<file path="src/hdl/muldiv_pkg.sv">
// ############################
// Multiply/divide unit package
// Operation encoding, signed mode and data width
// ############################

package muldiv_pkg;

  // Default data width of the unit
  parameter int XLEN = 32;

  // MUL gives the low word, MULH the high word,
  // DIV the quotient and REM the remainder
  typedef enum logic [1:0] {
    MD_OP_MUL,
    MD_OP_MULH,
    MD_OP_DIV,
    MD_OP_REM
  } md_op_e;

  // Bit 0 marks operand A as signed, bit 1 marks operand B as signed
  typedef logic [1:0] md_signed_t;

  // True for the operations handled by the divider
  function automatic logic is_div_op(md_op_e op);
    logic result;
    result = (op == MD_OP_DIV) || (op == MD_OP_REM);
    return result;
  endfunction

endpackage

</file>
<file path="src/hdl/md_req_if.sv">
// ############################
// Request link from the operand stage to the engines
// ############################

`timescale 1ns/1ns

interface md_req_if #(
  parameter int DataWidth = muldiv_pkg::XLEN
);

  logic                   valid;
  logic                   ready;
  muldiv_pkg::md_op_e     op;
  muldiv_pkg::md_signed_t signed_mode;
  logic [DataWidth-1:0]   op_a;
  logic [DataWidth-1:0]   op_b;

  modport source (
    output valid, op, signed_mode, op_a, op_b,
    input  ready
  );

  // Ready comes from the two engines and is combined at the top level
  modport engine (
    input valid, op, signed_mode, op_a, op_b
  );

endinterface

</file>
<file path="src/hdl/md_operand_stage.sv">
// ############################
// Operand stage
// One-entry request register in front of the engines
// ############################

`timescale 1ns/1ns

module md_operand_stage #(
  parameter int DataWidth = 32
) (
  input  logic                   clk_i,
  input  logic                   rst_ni,
  input  logic                   in_valid_i,
  output logic                   in_ready_o,
  input  muldiv_pkg::md_op_e     op_i,
  input  muldiv_pkg::md_signed_t signed_mode_i,
  input  logic [DataWidth-1:0]   op_a_i,
  input  logic [DataWidth-1:0]   op_b_i,
  md_req_if.source               req
);

  logic                   valid_q;
  logic                   load;
  muldiv_pkg::md_op_e     op_q;
  muldiv_pkg::md_signed_t signed_mode_q;
  logic [DataWidth-1:0]   op_a_q;
  logic [DataWidth-1:0]   op_b_q;

  // Free when empty or when an engine takes the entry this cycle
  assign in_ready_o = !valid_q || req.ready;
  assign load       = in_valid_i && in_ready_o;

  always_ff @(posedge clk_i or negedge rst_ni) begin
    if (!rst_ni) begin
      valid_q <= 1'b0;
    end else if (load) begin
      valid_q <= 1'b1;
    end else if (req.ready) begin
      valid_q <= 1'b0;
    end
  end

  always_ff @(posedge clk_i) begin
    if (load) begin
      op_q          <= op_i;
      signed_mode_q <= signed_mode_i;
      op_a_q        <= op_a_i;
      op_b_q        <= op_b_i;
    end
  end

  assign req.valid       = valid_q;
  assign req.op          = op_q;
  assign req.signed_mode = signed_mode_q;
  assign req.op_a        = op_a_q;
  assign req.op_b        = op_b_q;

endmodule

</file>
<file path="src/hdl/md_mult_fast.sv">
// ############################
// Multiply engine
// Half-word multiply-accumulate over four steps, MUL and MULH
// ############################

`timescale 1ns/1ns

module md_mult_fast #(
  parameter int DataWidth = 32
) (
  input  logic                 clk_i,
  input  logic                 rst_ni,
  md_req_if.engine             req,
  input  logic                 other_busy_i,
  output logic                 busy_o,
  output logic                 mult_ready_o,
  output logic                 mult_valid_o,
  input  logic                 mult_ready_i,
  output logic [DataWidth-1:0] mult_result_o
);

  localparam int HalfWidth = DataWidth / 2;
  localparam int AccWidth  = DataWidth + 2;

  typedef enum logic [1:0] {
    ALBL, ALBH, AHBL, AHBH
  } mult_state_e;

  mult_state_e            state_q, state_d;
  logic                   busy_q, busy_d;
  logic                   accept;
  logic [DataWidth-1:0]   a_q, b_q;
  logic                   mulh_q;
  muldiv_pkg::md_signed_t smode_q;
  logic [AccWidth-1:0]    acc_q, acc_d;
  logic [AccWidth-1:0]    accum;
  logic [AccWidth-1:0]    mac_res;
  logic [HalfWidth-1:0]   mult_op_a, mult_op_b;
  logic                   sign_a, sign_b;
  logic                   signed_mult;

  assign mult_ready_o = !busy_q && !muldiv_pkg::is_div_op(req.op) && !other_busy_i;
  assign accept       = req.valid && mult_ready_o;
  assign busy_o       = busy_q;
  assign signed_mult  = (smode_q != 2'b00);

  // Both factors carry one sign bit on top of the half word
  assign mac_res = $signed({sign_a, mult_op_a}) * $signed({sign_b, mult_op_b})
                   + $signed(accum);

  always_comb begin
    mult_op_a     = a_q[HalfWidth-1:0];
    mult_op_b     = b_q[HalfWidth-1:0];
    sign_a        = 1'b0;
    sign_b        = 1'b0;
    accum         = '0;
    acc_d         = mac_res;
    state_d       = state_q;
    busy_d        = busy_q;
    mult_valid_o  = 1'b0;
    mult_result_o = mac_res[DataWidth-1:0];
    if (accept) begin
      busy_d = 1'b1;
    end
    if (busy_q) begin
      unique case (state_q)
        ALBL: begin
          state_d = ALBH;
        end
        ALBH: begin
          mult_op_b = b_q[DataWidth-1:HalfWidth];
          sign_b    = smode_q[1] & b_q[DataWidth-1];
          accum     = {{(HalfWidth + 2){1'b0}}, acc_q[DataWidth-1:HalfWidth]};
          // MUL keeps only the low word, so the low half is parked here
          if (!mulh_q) begin
            acc_d = {2'b00, mac_res[HalfWidth-1:0], acc_q[HalfWidth-1:0]};
          end
          state_d = AHBL;
        end
        AHBL: begin
          mult_op_a = a_q[DataWidth-1:HalfWidth];
          sign_a    = smode_q[0] & a_q[DataWidth-1];
          if (!mulh_q) begin
            accum         = {{(HalfWidth + 2){1'b0}}, acc_q[DataWidth-1:HalfWidth]};
            mult_result_o = {mac_res[HalfWidth-1:0], acc_q[HalfWidth-1:0]};
            mult_valid_o  = 1'b1;
            if (mult_ready_i) begin
              busy_d  = 1'b0;
              state_d = ALBL;
            end
          end else begin
            accum   = acc_q;
            state_d = AHBH;
          end
        end
        AHBH: begin
          mult_op_a     = a_q[DataWidth-1:HalfWidth];
          mult_op_b     = b_q[DataWidth-1:HalfWidth];
          sign_a        = smode_q[0] & a_q[DataWidth-1];
          sign_b        = smode_q[1] & b_q[DataWidth-1];
          // Middle sum shifted down by a half word, sign kept when any operand is signed
          accum         = {{HalfWidth{signed_mult & acc_q[AccWidth-1]}},
                           acc_q[AccWidth-1:HalfWidth]};
          mult_valid_o  = 1'b1;
          if (mult_ready_i) begin
            busy_d  = 1'b0;
            state_d = ALBL;
          end
        end
        default: begin
          state_d = ALBL;
        end
      endcase
    end
  end

  always_ff @(posedge clk_i or negedge rst_ni) begin
    if (!rst_ni) begin
      busy_q  <= 1'b0;
      state_q <= ALBL;
    end else begin
      busy_q  <= busy_d;
      state_q <= state_d;
    end
  end

  always_ff @(posedge clk_i) begin
    if (accept) begin
      a_q     <= req.op_a;
      b_q     <= req.op_b;
      mulh_q  <= (req.op == muldiv_pkg::MD_OP_MULH);
      smode_q <= req.signed_mode;
    end
    // Accumulator is frozen while a result waits
    if (busy_q && !mult_valid_o) begin
      acc_q <= acc_d;
    end
  end

endmodule

</file>
<file path="src/hdl/md_div_long.sv">
// ############################
// Divide engine
// Restoring long division with abs and sign fix-up, DIV and REM
// ############################

`timescale 1ns/1ns

module md_div_long #(
  parameter int DataWidth = 32
) (
  input  logic                 clk_i,
  input  logic                 rst_ni,
  md_req_if.engine             req,
  input  logic                 other_busy_i,
  output logic                 busy_o,
  output logic                 div_ready_o,
  output logic                 div_valid_o,
  input  logic                 div_ready_i,
  output logic [DataWidth-1:0] div_result_o
);

  localparam int CntWidth = $clog2(DataWidth);

  typedef enum logic [2:0] {
    IDLE, ABS_A, ABS_B, COMP, LAST, CHANGE_SIGN, FINISH
  } div_state_e;

  div_state_e           state_q, state_d;
  logic [CntWidth-1:0]  cnt_q, cnt_d, cnt_dec;
  logic                 accept;
  logic [DataWidth-1:0] num_q, den_q, quot_q;
  logic [DataWidth:0]   rem_q;
  logic                 sign_a_q, sign_b_q, is_rem_q;
  logic [DataWidth+1:0] sub_a, sub_b, sub_res;
  logic                 ge;
  logic [DataWidth-1:0] next_rem, next_quot, one_shift;

  assign div_ready_o = (state_q == IDLE) && muldiv_pkg::is_div_op(req.op) && !other_busy_i;
  assign accept      = req.valid && div_ready_o;
  assign busy_o      = (state_q != IDLE);

  // Single subtractor, used for negation and for the remainder compare
  always_comb begin
    sub_a = '0;
    sub_b = {2'b00, num_q};
    unique case (state_q)
      ABS_B: sub_b = {2'b00, den_q};
      COMP, LAST: begin
        sub_a = {1'b0, rem_q};
        sub_b = {2'b00, den_q};
      end
      CHANGE_SIGN: sub_b = {2'b00, quot_q};
      default: sub_a = '0;
    endcase
  end

  assign sub_res   = sub_a - sub_b;
  assign ge        = ~sub_res[DataWidth+1];
  assign next_rem  = ge ? sub_res[DataWidth-1:0] : rem_q[DataWidth-1:0];
  assign one_shift = {{(DataWidth - 1){1'b0}}, 1'b1} << cnt_q;
  assign next_quot = ge ? (quot_q | one_shift) : quot_q;
  assign cnt_dec   = cnt_q - 1'b1;

  always_comb begin
    state_d     = state_q;
    cnt_d       = cnt_q;
    div_valid_o = 1'b0;
    unique case (state_q)
      IDLE: begin
        // Zero divisor skips straight to the result
        if (accept) begin
          state_d = (req.op_b == '0) ? FINISH : ABS_A;
        end
      end
      ABS_A: state_d = ABS_B;
      ABS_B: begin
        state_d = COMP;
        cnt_d   = CntWidth'(DataWidth - 1);
      end
      COMP: begin
        cnt_d = cnt_dec;
        if (cnt_q == CntWidth'(1)) begin
          state_d = LAST;
        end
      end
      LAST:        state_d = CHANGE_SIGN;
      CHANGE_SIGN: state_d = FINISH;
      FINISH: begin
        div_valid_o = 1'b1;
        if (div_ready_i) begin
          state_d = IDLE;
        end
      end
      default: state_d = IDLE;
    endcase
  end

  always_ff @(posedge clk_i or negedge rst_ni) begin
    if (!rst_ni) begin
      state_q <= IDLE;
      cnt_q   <= '0;
    end else begin
      state_q <= state_d;
      cnt_q   <= cnt_d;
    end
  end

  always_ff @(posedge clk_i) begin
    unique case (state_q)
      IDLE: begin
        if (accept) begin
          num_q    <= req.op_a;
          den_q    <= req.op_b;
          sign_a_q <= req.signed_mode[0] & req.op_a[DataWidth-1];
          sign_b_q <= req.signed_mode[1] & req.op_b[DataWidth-1];
          is_rem_q <= (req.op == muldiv_pkg::MD_OP_REM);
          // Divide-by-zero result, replaced later on a normal run
          quot_q   <= (req.op == muldiv_pkg::MD_OP_REM) ? req.op_a : '1;
        end
      end
      ABS_A: begin
        if (sign_a_q) begin
          num_q <= sub_res[DataWidth-1:0];
        end
      end
      ABS_B: begin
        if (sign_b_q) begin
          den_q <= sub_res[DataWidth-1:0];
        end
        rem_q  <= {{DataWidth{1'b0}}, num_q[DataWidth-1]};
        quot_q <= '0;
      end
      COMP: begin
        rem_q  <= {next_rem, num_q[cnt_dec]};
        quot_q <= next_quot;
      end
      LAST: quot_q <= is_rem_q ? next_rem : next_quot;
      CHANGE_SIGN: begin
        // Remainder follows A, quotient flips when the signs differ
        if (is_rem_q ? sign_a_q : (sign_a_q ^ sign_b_q)) begin
          quot_q <= sub_res[DataWidth-1:0];
        end
      end
      default: begin
      end
    endcase
  end

  assign div_result_o = quot_q;

endmodule

</file>
<file path="src/hdl/md_result_stage.sv">
// ############################
// Result stage
// One-entry output register fed by either engine
// ############################

`timescale 1ns/1ns

module md_result_stage #(
  parameter int DataWidth = 32
) (
  input  logic                 clk_i,
  input  logic                 rst_ni,
  input  logic                 mult_valid_i,
  output logic                 mult_ready_o,
  input  logic [DataWidth-1:0] mult_result_i,
  input  logic                 div_valid_i,
  output logic                 div_ready_o,
  input  logic [DataWidth-1:0] div_result_i,
  output logic                 out_valid_o,
  input  logic                 out_ready_i,
  output logic [DataWidth-1:0] result_o
);

  logic                 valid_q;
  logic [DataWidth-1:0] result_q;
  logic                 can_take;
  logic                 take_mult, take_div;

  // Refill allowed in the same cycle the old result drains
  assign can_take     = !valid_q || out_ready_i;
  assign mult_ready_o = can_take;
  assign div_ready_o  = can_take;
  assign take_mult    = mult_valid_i && can_take;
  assign take_div     = div_valid_i && can_take;

  always_ff @(posedge clk_i or negedge rst_ni) begin
    if (!rst_ni) begin
      valid_q <= 1'b0;
    end else if (take_mult || take_div) begin
      valid_q <= 1'b1;
    end else if (out_ready_i) begin
      valid_q <= 1'b0;
    end
  end

  // Only one engine presents at a time
  always_ff @(posedge clk_i) begin
    if (take_div) begin
      result_q <= div_result_i;
    end else if (take_mult) begin
      result_q <= mult_result_i;
    end
  end

  assign out_valid_o = valid_q;
  assign result_o    = result_q;

endmodule

</file>
<file path="src/hdl/muldiv_top.sv">
// ############################
// Multi-cycle multiply/divide unit
// Operand stage, two engines and result stage
// ############################

`timescale 1ns/1ns

module muldiv_top #(
  parameter int DataWidth = muldiv_pkg::XLEN
) (
  input  logic                   clk_i,
  input  logic                   rst_ni,
  input  logic                   in_valid_i,
  output logic                   in_ready_o,
  input  muldiv_pkg::md_op_e     op_i,
  input  muldiv_pkg::md_signed_t signed_mode_i,
  input  logic [DataWidth-1:0]   op_a_i,
  input  logic [DataWidth-1:0]   op_b_i,
  output logic                   out_valid_o,
  input  logic                   out_ready_i,
  output logic [DataWidth-1:0]   result_o
);

  logic                 mult_busy, div_busy;
  logic                 mult_req_ready, div_req_ready;
  logic                 mult_valid, mult_ready;
  logic                 div_valid, div_ready;
  logic [DataWidth-1:0] mult_result, div_result;

  md_req_if #(.DataWidth(DataWidth)) req_if ();

  // The request is taken by whichever engine owns the operation
  assign req_if.ready = mult_req_ready | div_req_ready;

  md_operand_stage #(.DataWidth(DataWidth)) i_operand_stage (
    .clk_i, .rst_ni, .in_valid_i, .in_ready_o, .op_i, .signed_mode_i, .op_a_i, .op_b_i,
    .req (req_if.source)
  );

  md_mult_fast #(.DataWidth(DataWidth)) i_mult (
    .clk_i, .rst_ni,
    .req           (req_if.engine),
    .other_busy_i  (div_busy),
    .busy_o        (mult_busy),
    .mult_ready_o  (mult_req_ready),
    .mult_valid_o  (mult_valid),
    .mult_ready_i  (mult_ready),
    .mult_result_o (mult_result)
  );

  md_div_long #(.DataWidth(DataWidth)) i_div (
    .clk_i, .rst_ni,
    .req          (req_if.engine),
    .other_busy_i (mult_busy),
    .busy_o       (div_busy),
    .div_ready_o  (div_req_ready),
    .div_valid_o  (div_valid),
    .div_ready_i  (div_ready),
    .div_result_o (div_result)
  );

  md_result_stage #(.DataWidth(DataWidth)) i_result_stage (
    .clk_i, .rst_ni,
    .mult_valid_i  (mult_valid),
    .mult_ready_o  (mult_ready),
    .mult_result_i (mult_result),
    .div_valid_i   (div_valid),
    .div_ready_o   (div_ready),
    .div_result_i  (div_result),
    .out_valid_o, .out_ready_i, .result_o
  );

endmodule

</file>
<file path="config.mk">
export PLATFORM = sky130hd
export DESIGN_NAME = muldiv_top
export DESIGN_NICKNAME = d
export VERILOG_FILES = /design/src/hdl/muldiv_pkg.sv /design/src/hdl/md_req_if.sv /design/src/hdl/md_operand_stage.sv /design/src/hdl/md_mult_fast.sv /design/src/hdl/md_div_long.sv /design/src/hdl/md_result_stage.sv /design/src/hdl/muldiv_top.sv
export SDC_FILE = /design/constraint.sdc
export NUM_CORES = 2
export LEC_CHECK = 0
export BUFFER_PORTS_ARGS = -buffer_cell sky130_fd_sc_hd__clkbuf_2
export CAP_MARGIN = 10
export CORE_MARGIN = 3
export CORE_UTILIZATION = 35
export DETAILED_ROUTE_END_ITERATION = 8
export GPL_ROUTABILITY_DRIVEN = 1
export RECOVER_POWER = 50
export SYNTH_ARGS = -nofsm -noshare
export SYNTH_HDL_FRONTEND = slang
export SYNTH_SLANG_ARGS = --single-unit
</file>
<file path="constraint.sdc">
create_clock -name clk_i -period 10.7 [get_ports clk_i]
set_input_delay 1.605 -clock clk_i [delete_from_list [all_inputs] [get_ports clk_i]]
set_output_delay 1.605 -clock clk_i [all_outputs]
set_load 0.01 [all_outputs]
</file>
==> metrics.cfg <==
[run_status]
run_status = complete, but fails checks
failed_checks = max-capacitance violations, max-slew violations

[timing]
maxClockFrequency_mhz = 106
fin_tns_setup_ns = 0
post-route-min-period_ns = 9.46
hold_viol = 0
finalSetupViolCount = 0
final_max_slew_viol_count = 292
tightest_slew_ns = 3.77
finClkSkew_ns = 0.0285
slew-limit-headroom = -1.51
grt_setup_unrepaired = false
layout_worst_path_cycle_share = 0.884

[cells_and_area]
layout.filler_cells = 8790
commonest_cells_after_routing_fill_and_taps_aside = inv_1, nand2_1, nor2_1
post_route_cells_drive_above_1_share = 0.0741
layout_commonest_cell = inv_1
area_growth_from_synthesis_to_final_layout_pct = 9.61
finish.net_count = 3722

[critical_path]
worst-endpoint-arrival_ns = 9.87
r2r_slack_ns = 1.24
timing.critical_path.from_type = flip-flop
worst-setup-path-type = flip-flop to flip-flop
endpoint_kind = flip-flop
worstPathRequired_ns = 11.11
crit_fanout = 22

[die]
die_w_um = 303
coreArea_um2 = 87300
floorplan.initialDensity = 0.355
floorplan.rows = 108
num_io_pins = 106
floorplan.die_area_um2 = 92000
floorplan.die.height_um = 303

[global_route]
pin_count_of_the_biggest_net_entering_global_routing = 73
grt_pass1_vias = 23000
grt_antenna_before_repair = 6
globalRouteOverflowTotal = 0
grt_first_pass_wirelength_um = 157000
grt_usage = 0.233

[logic_synthesis]
synth_async_reset_ratio = 0.0376
synth.yosys.warnings = 0
synth.cell_area_um2 = 31000
synth_seq_cells = 346
netlist_instances = 3119
synth_enable_flop_cells = 333
synth_area_per_cell_um2 = 9.92
net_count_synth = 3670
synth_flop_cell = edfxtp_1
synth-seq-area-share = 0.334
synthDistinctLibCells = 80

[drt]
routedLengthMet1_um = 45200
route.detailed.drc = 0
vias = 23900
dr_wl_met3_um = 10700
postRouteWirelength_um = 107000
route.top_layer_used = met5
wire_length_per_cell_um = 24.6
wl_met2_um = 47300
drt.antenna.violating_nets = 0
drt_iter0_drc = 2773
firstDrtPassIters = 5
via_per_inst = 5.48

[cts]
cts_num_sinks = 346
cts_h_tree_depth = 2
cts_tree = yes
cts_resized = 0
ctsLongestPathBuffers = 3
clk_pin_slew_ns = 0.06
clockRootBuffer = clkbuf_16
post-cts-setup-buffer-count = 0
cts_inserted_buffers = 39
clk_latency_ns = 0.59
cts-hold-fix-buffers = 0

[worst_hold_path]
hold_path.class = flip-flop to flip-flop

[placement]
placement.io_buffers = 105
hpwl_um = 84400
finalWeightedCongestion = 0.952

[job]
number_of_max_capacitance_violations_reported = 6

[cells in the mapped netlist, types with 24 or more instances]
cell | instances | area [um^2]
a211oi_1 | 46 | 345
a21o_1 | 38 | 285
a21oi_1 | 147 | 736
and2_1 | 49 | 307
clkbuf_1 | 110 | 413
edfxtp_1 | 333 | 10000
fa_1 | 340 | 6810
ha_1 | 139 | 1740
inv_1 | 459 | 1720
mux2_2 | 52 | 586
mux2i_1 | 79 | 791
nand2_1 | 376 | 1410
nand2b_1 | 29 | 181
nor2_1 | 346 | 1300
o21ai_0 | 141 | 706
xnor2_1 | 45 | 394
xor2_1 | 24 | 210
[logic make-up after synthesis]
group,Yosys count,synth area share
AND/OR/NAND/NOR,921,0.127
adder cells (fa/ha/maj),479,0.276
multiplexers,141,0.0517
XOR/XNOR,69,0.0195
AO/OA/AOI/OAI,567,0.119
flip-flops,346,0.334
buffers and inverters,596,0.0730
[metal layers]
| layer | GRT usage | vias to the layer above |
|---|---|---|
| met5 | 0 | - |
| li1 | - | 10500 |
| met2 | 0.354 | 1216 |
| met4 | 0.0792 | 2 |
| met3 | 0.0528 | 198 |
| met1 | 0.327 | 11900 |
[flip-flops by register name (all words and copies together) (netlist names), 5 cells and up]
name / count
i_div.den_q: 32
i_operand_stage.req.op_b: 32
i_div.cnt_q: 5
i_mult.acc_q: 34
i_mult.a_q: 32
i_div.num_q: 32
i_operand_stage.req.op_a: 32
i_result_stage.result_o: 32
i_div.rem_q: 33
i_mult.b_q: 32
i_div.div_result_o: 32
[metrics by stage]
stage	hold slack [ns]	utilization	cells	worst slack [ns]	cell area [um^2]
final	0.503	0.389	4353	1.24	33900
after global routing	0.512	0.389	4353	0.854	33900
after CTS	0.507	0.390	4352	1.89	34000
after detailed placement	0.496	0.376	4285	1.89	32800
after global placement	0.492	0.376	4283	1.99	32800
after floorplan	0.418	-	3119	3.17	31000
[worst max-delay path, cell delays in order, from the launching register on]
cell	delay, ns
dfrtp_1	0.58
and2_0	1.13
clkbuf_1	0.74
mux2i_1	0.97
nor2_1	0.13
fa_1	0.53
inv_1	0.08
fa_1	0.54
inv_1	0.05
fa_1	0.38
fa_1	0.46
fa_1	0.52
inv_1	0.05
fa_1	0.48
inv_1	0.04
ha_1	0.43
nand4_1	0.15
or2_2	0.32
or4b_1	0.49
a21boi_0	0.29
o211ai_1	0.22
o21ai_1	0.21
xor2_1	0.21
a21oi_1	0.09
o21ai_0	0.19
[worst paths after layout]
| path | from | to | cells past startpoint |
|---|---|---|---|
| max | i_mult.busy_o$_DFF_PN0_ | i_result_stage.result_o[31]$_DFFE_PP_ | 24 |
| min | i_operand_stage.req.op_b[29]$_DFFE_PP_ | i_mult.b_q[29]$_DFFE_PP_ | 0 |
| max reg2reg | i_mult.busy_o$_DFF_PN0_ | i_result_stage.result_o[31]$_DFFE_PP_ | 24 |
| min reg2reg | i_operand_stage.req.op_b[29]$_DFFE_PP_ | i_mult.b_q[29]$_DFFE_PP_ | 0 |
| max in group asynchronous | rst_ni | i_div.state_q[2]$_DFFE_PN0P_ | 1 |
| min in group asynchronous | rst_ni | i_div.cnt_q[4]$_DFFE_PN0P_ | 1 |
[area by class of cell]
cell class              count  area [um^2]  area share
diodes                      1         2.50   0.0000738
clock buffers              50         1040      0.0306
clock inverters            17          206     0.00609
inverters                 460         1730      0.0509
multi-input cells        2177        18400       0.543
flip-flops and latches    346        10300       0.305
well taps                1155         1450      0.0426
repair buffers            147          746      0.0220
Power is not shown: default switching activity piles up to over one toggle a cycle in this logic, so the estimate is an artifact.
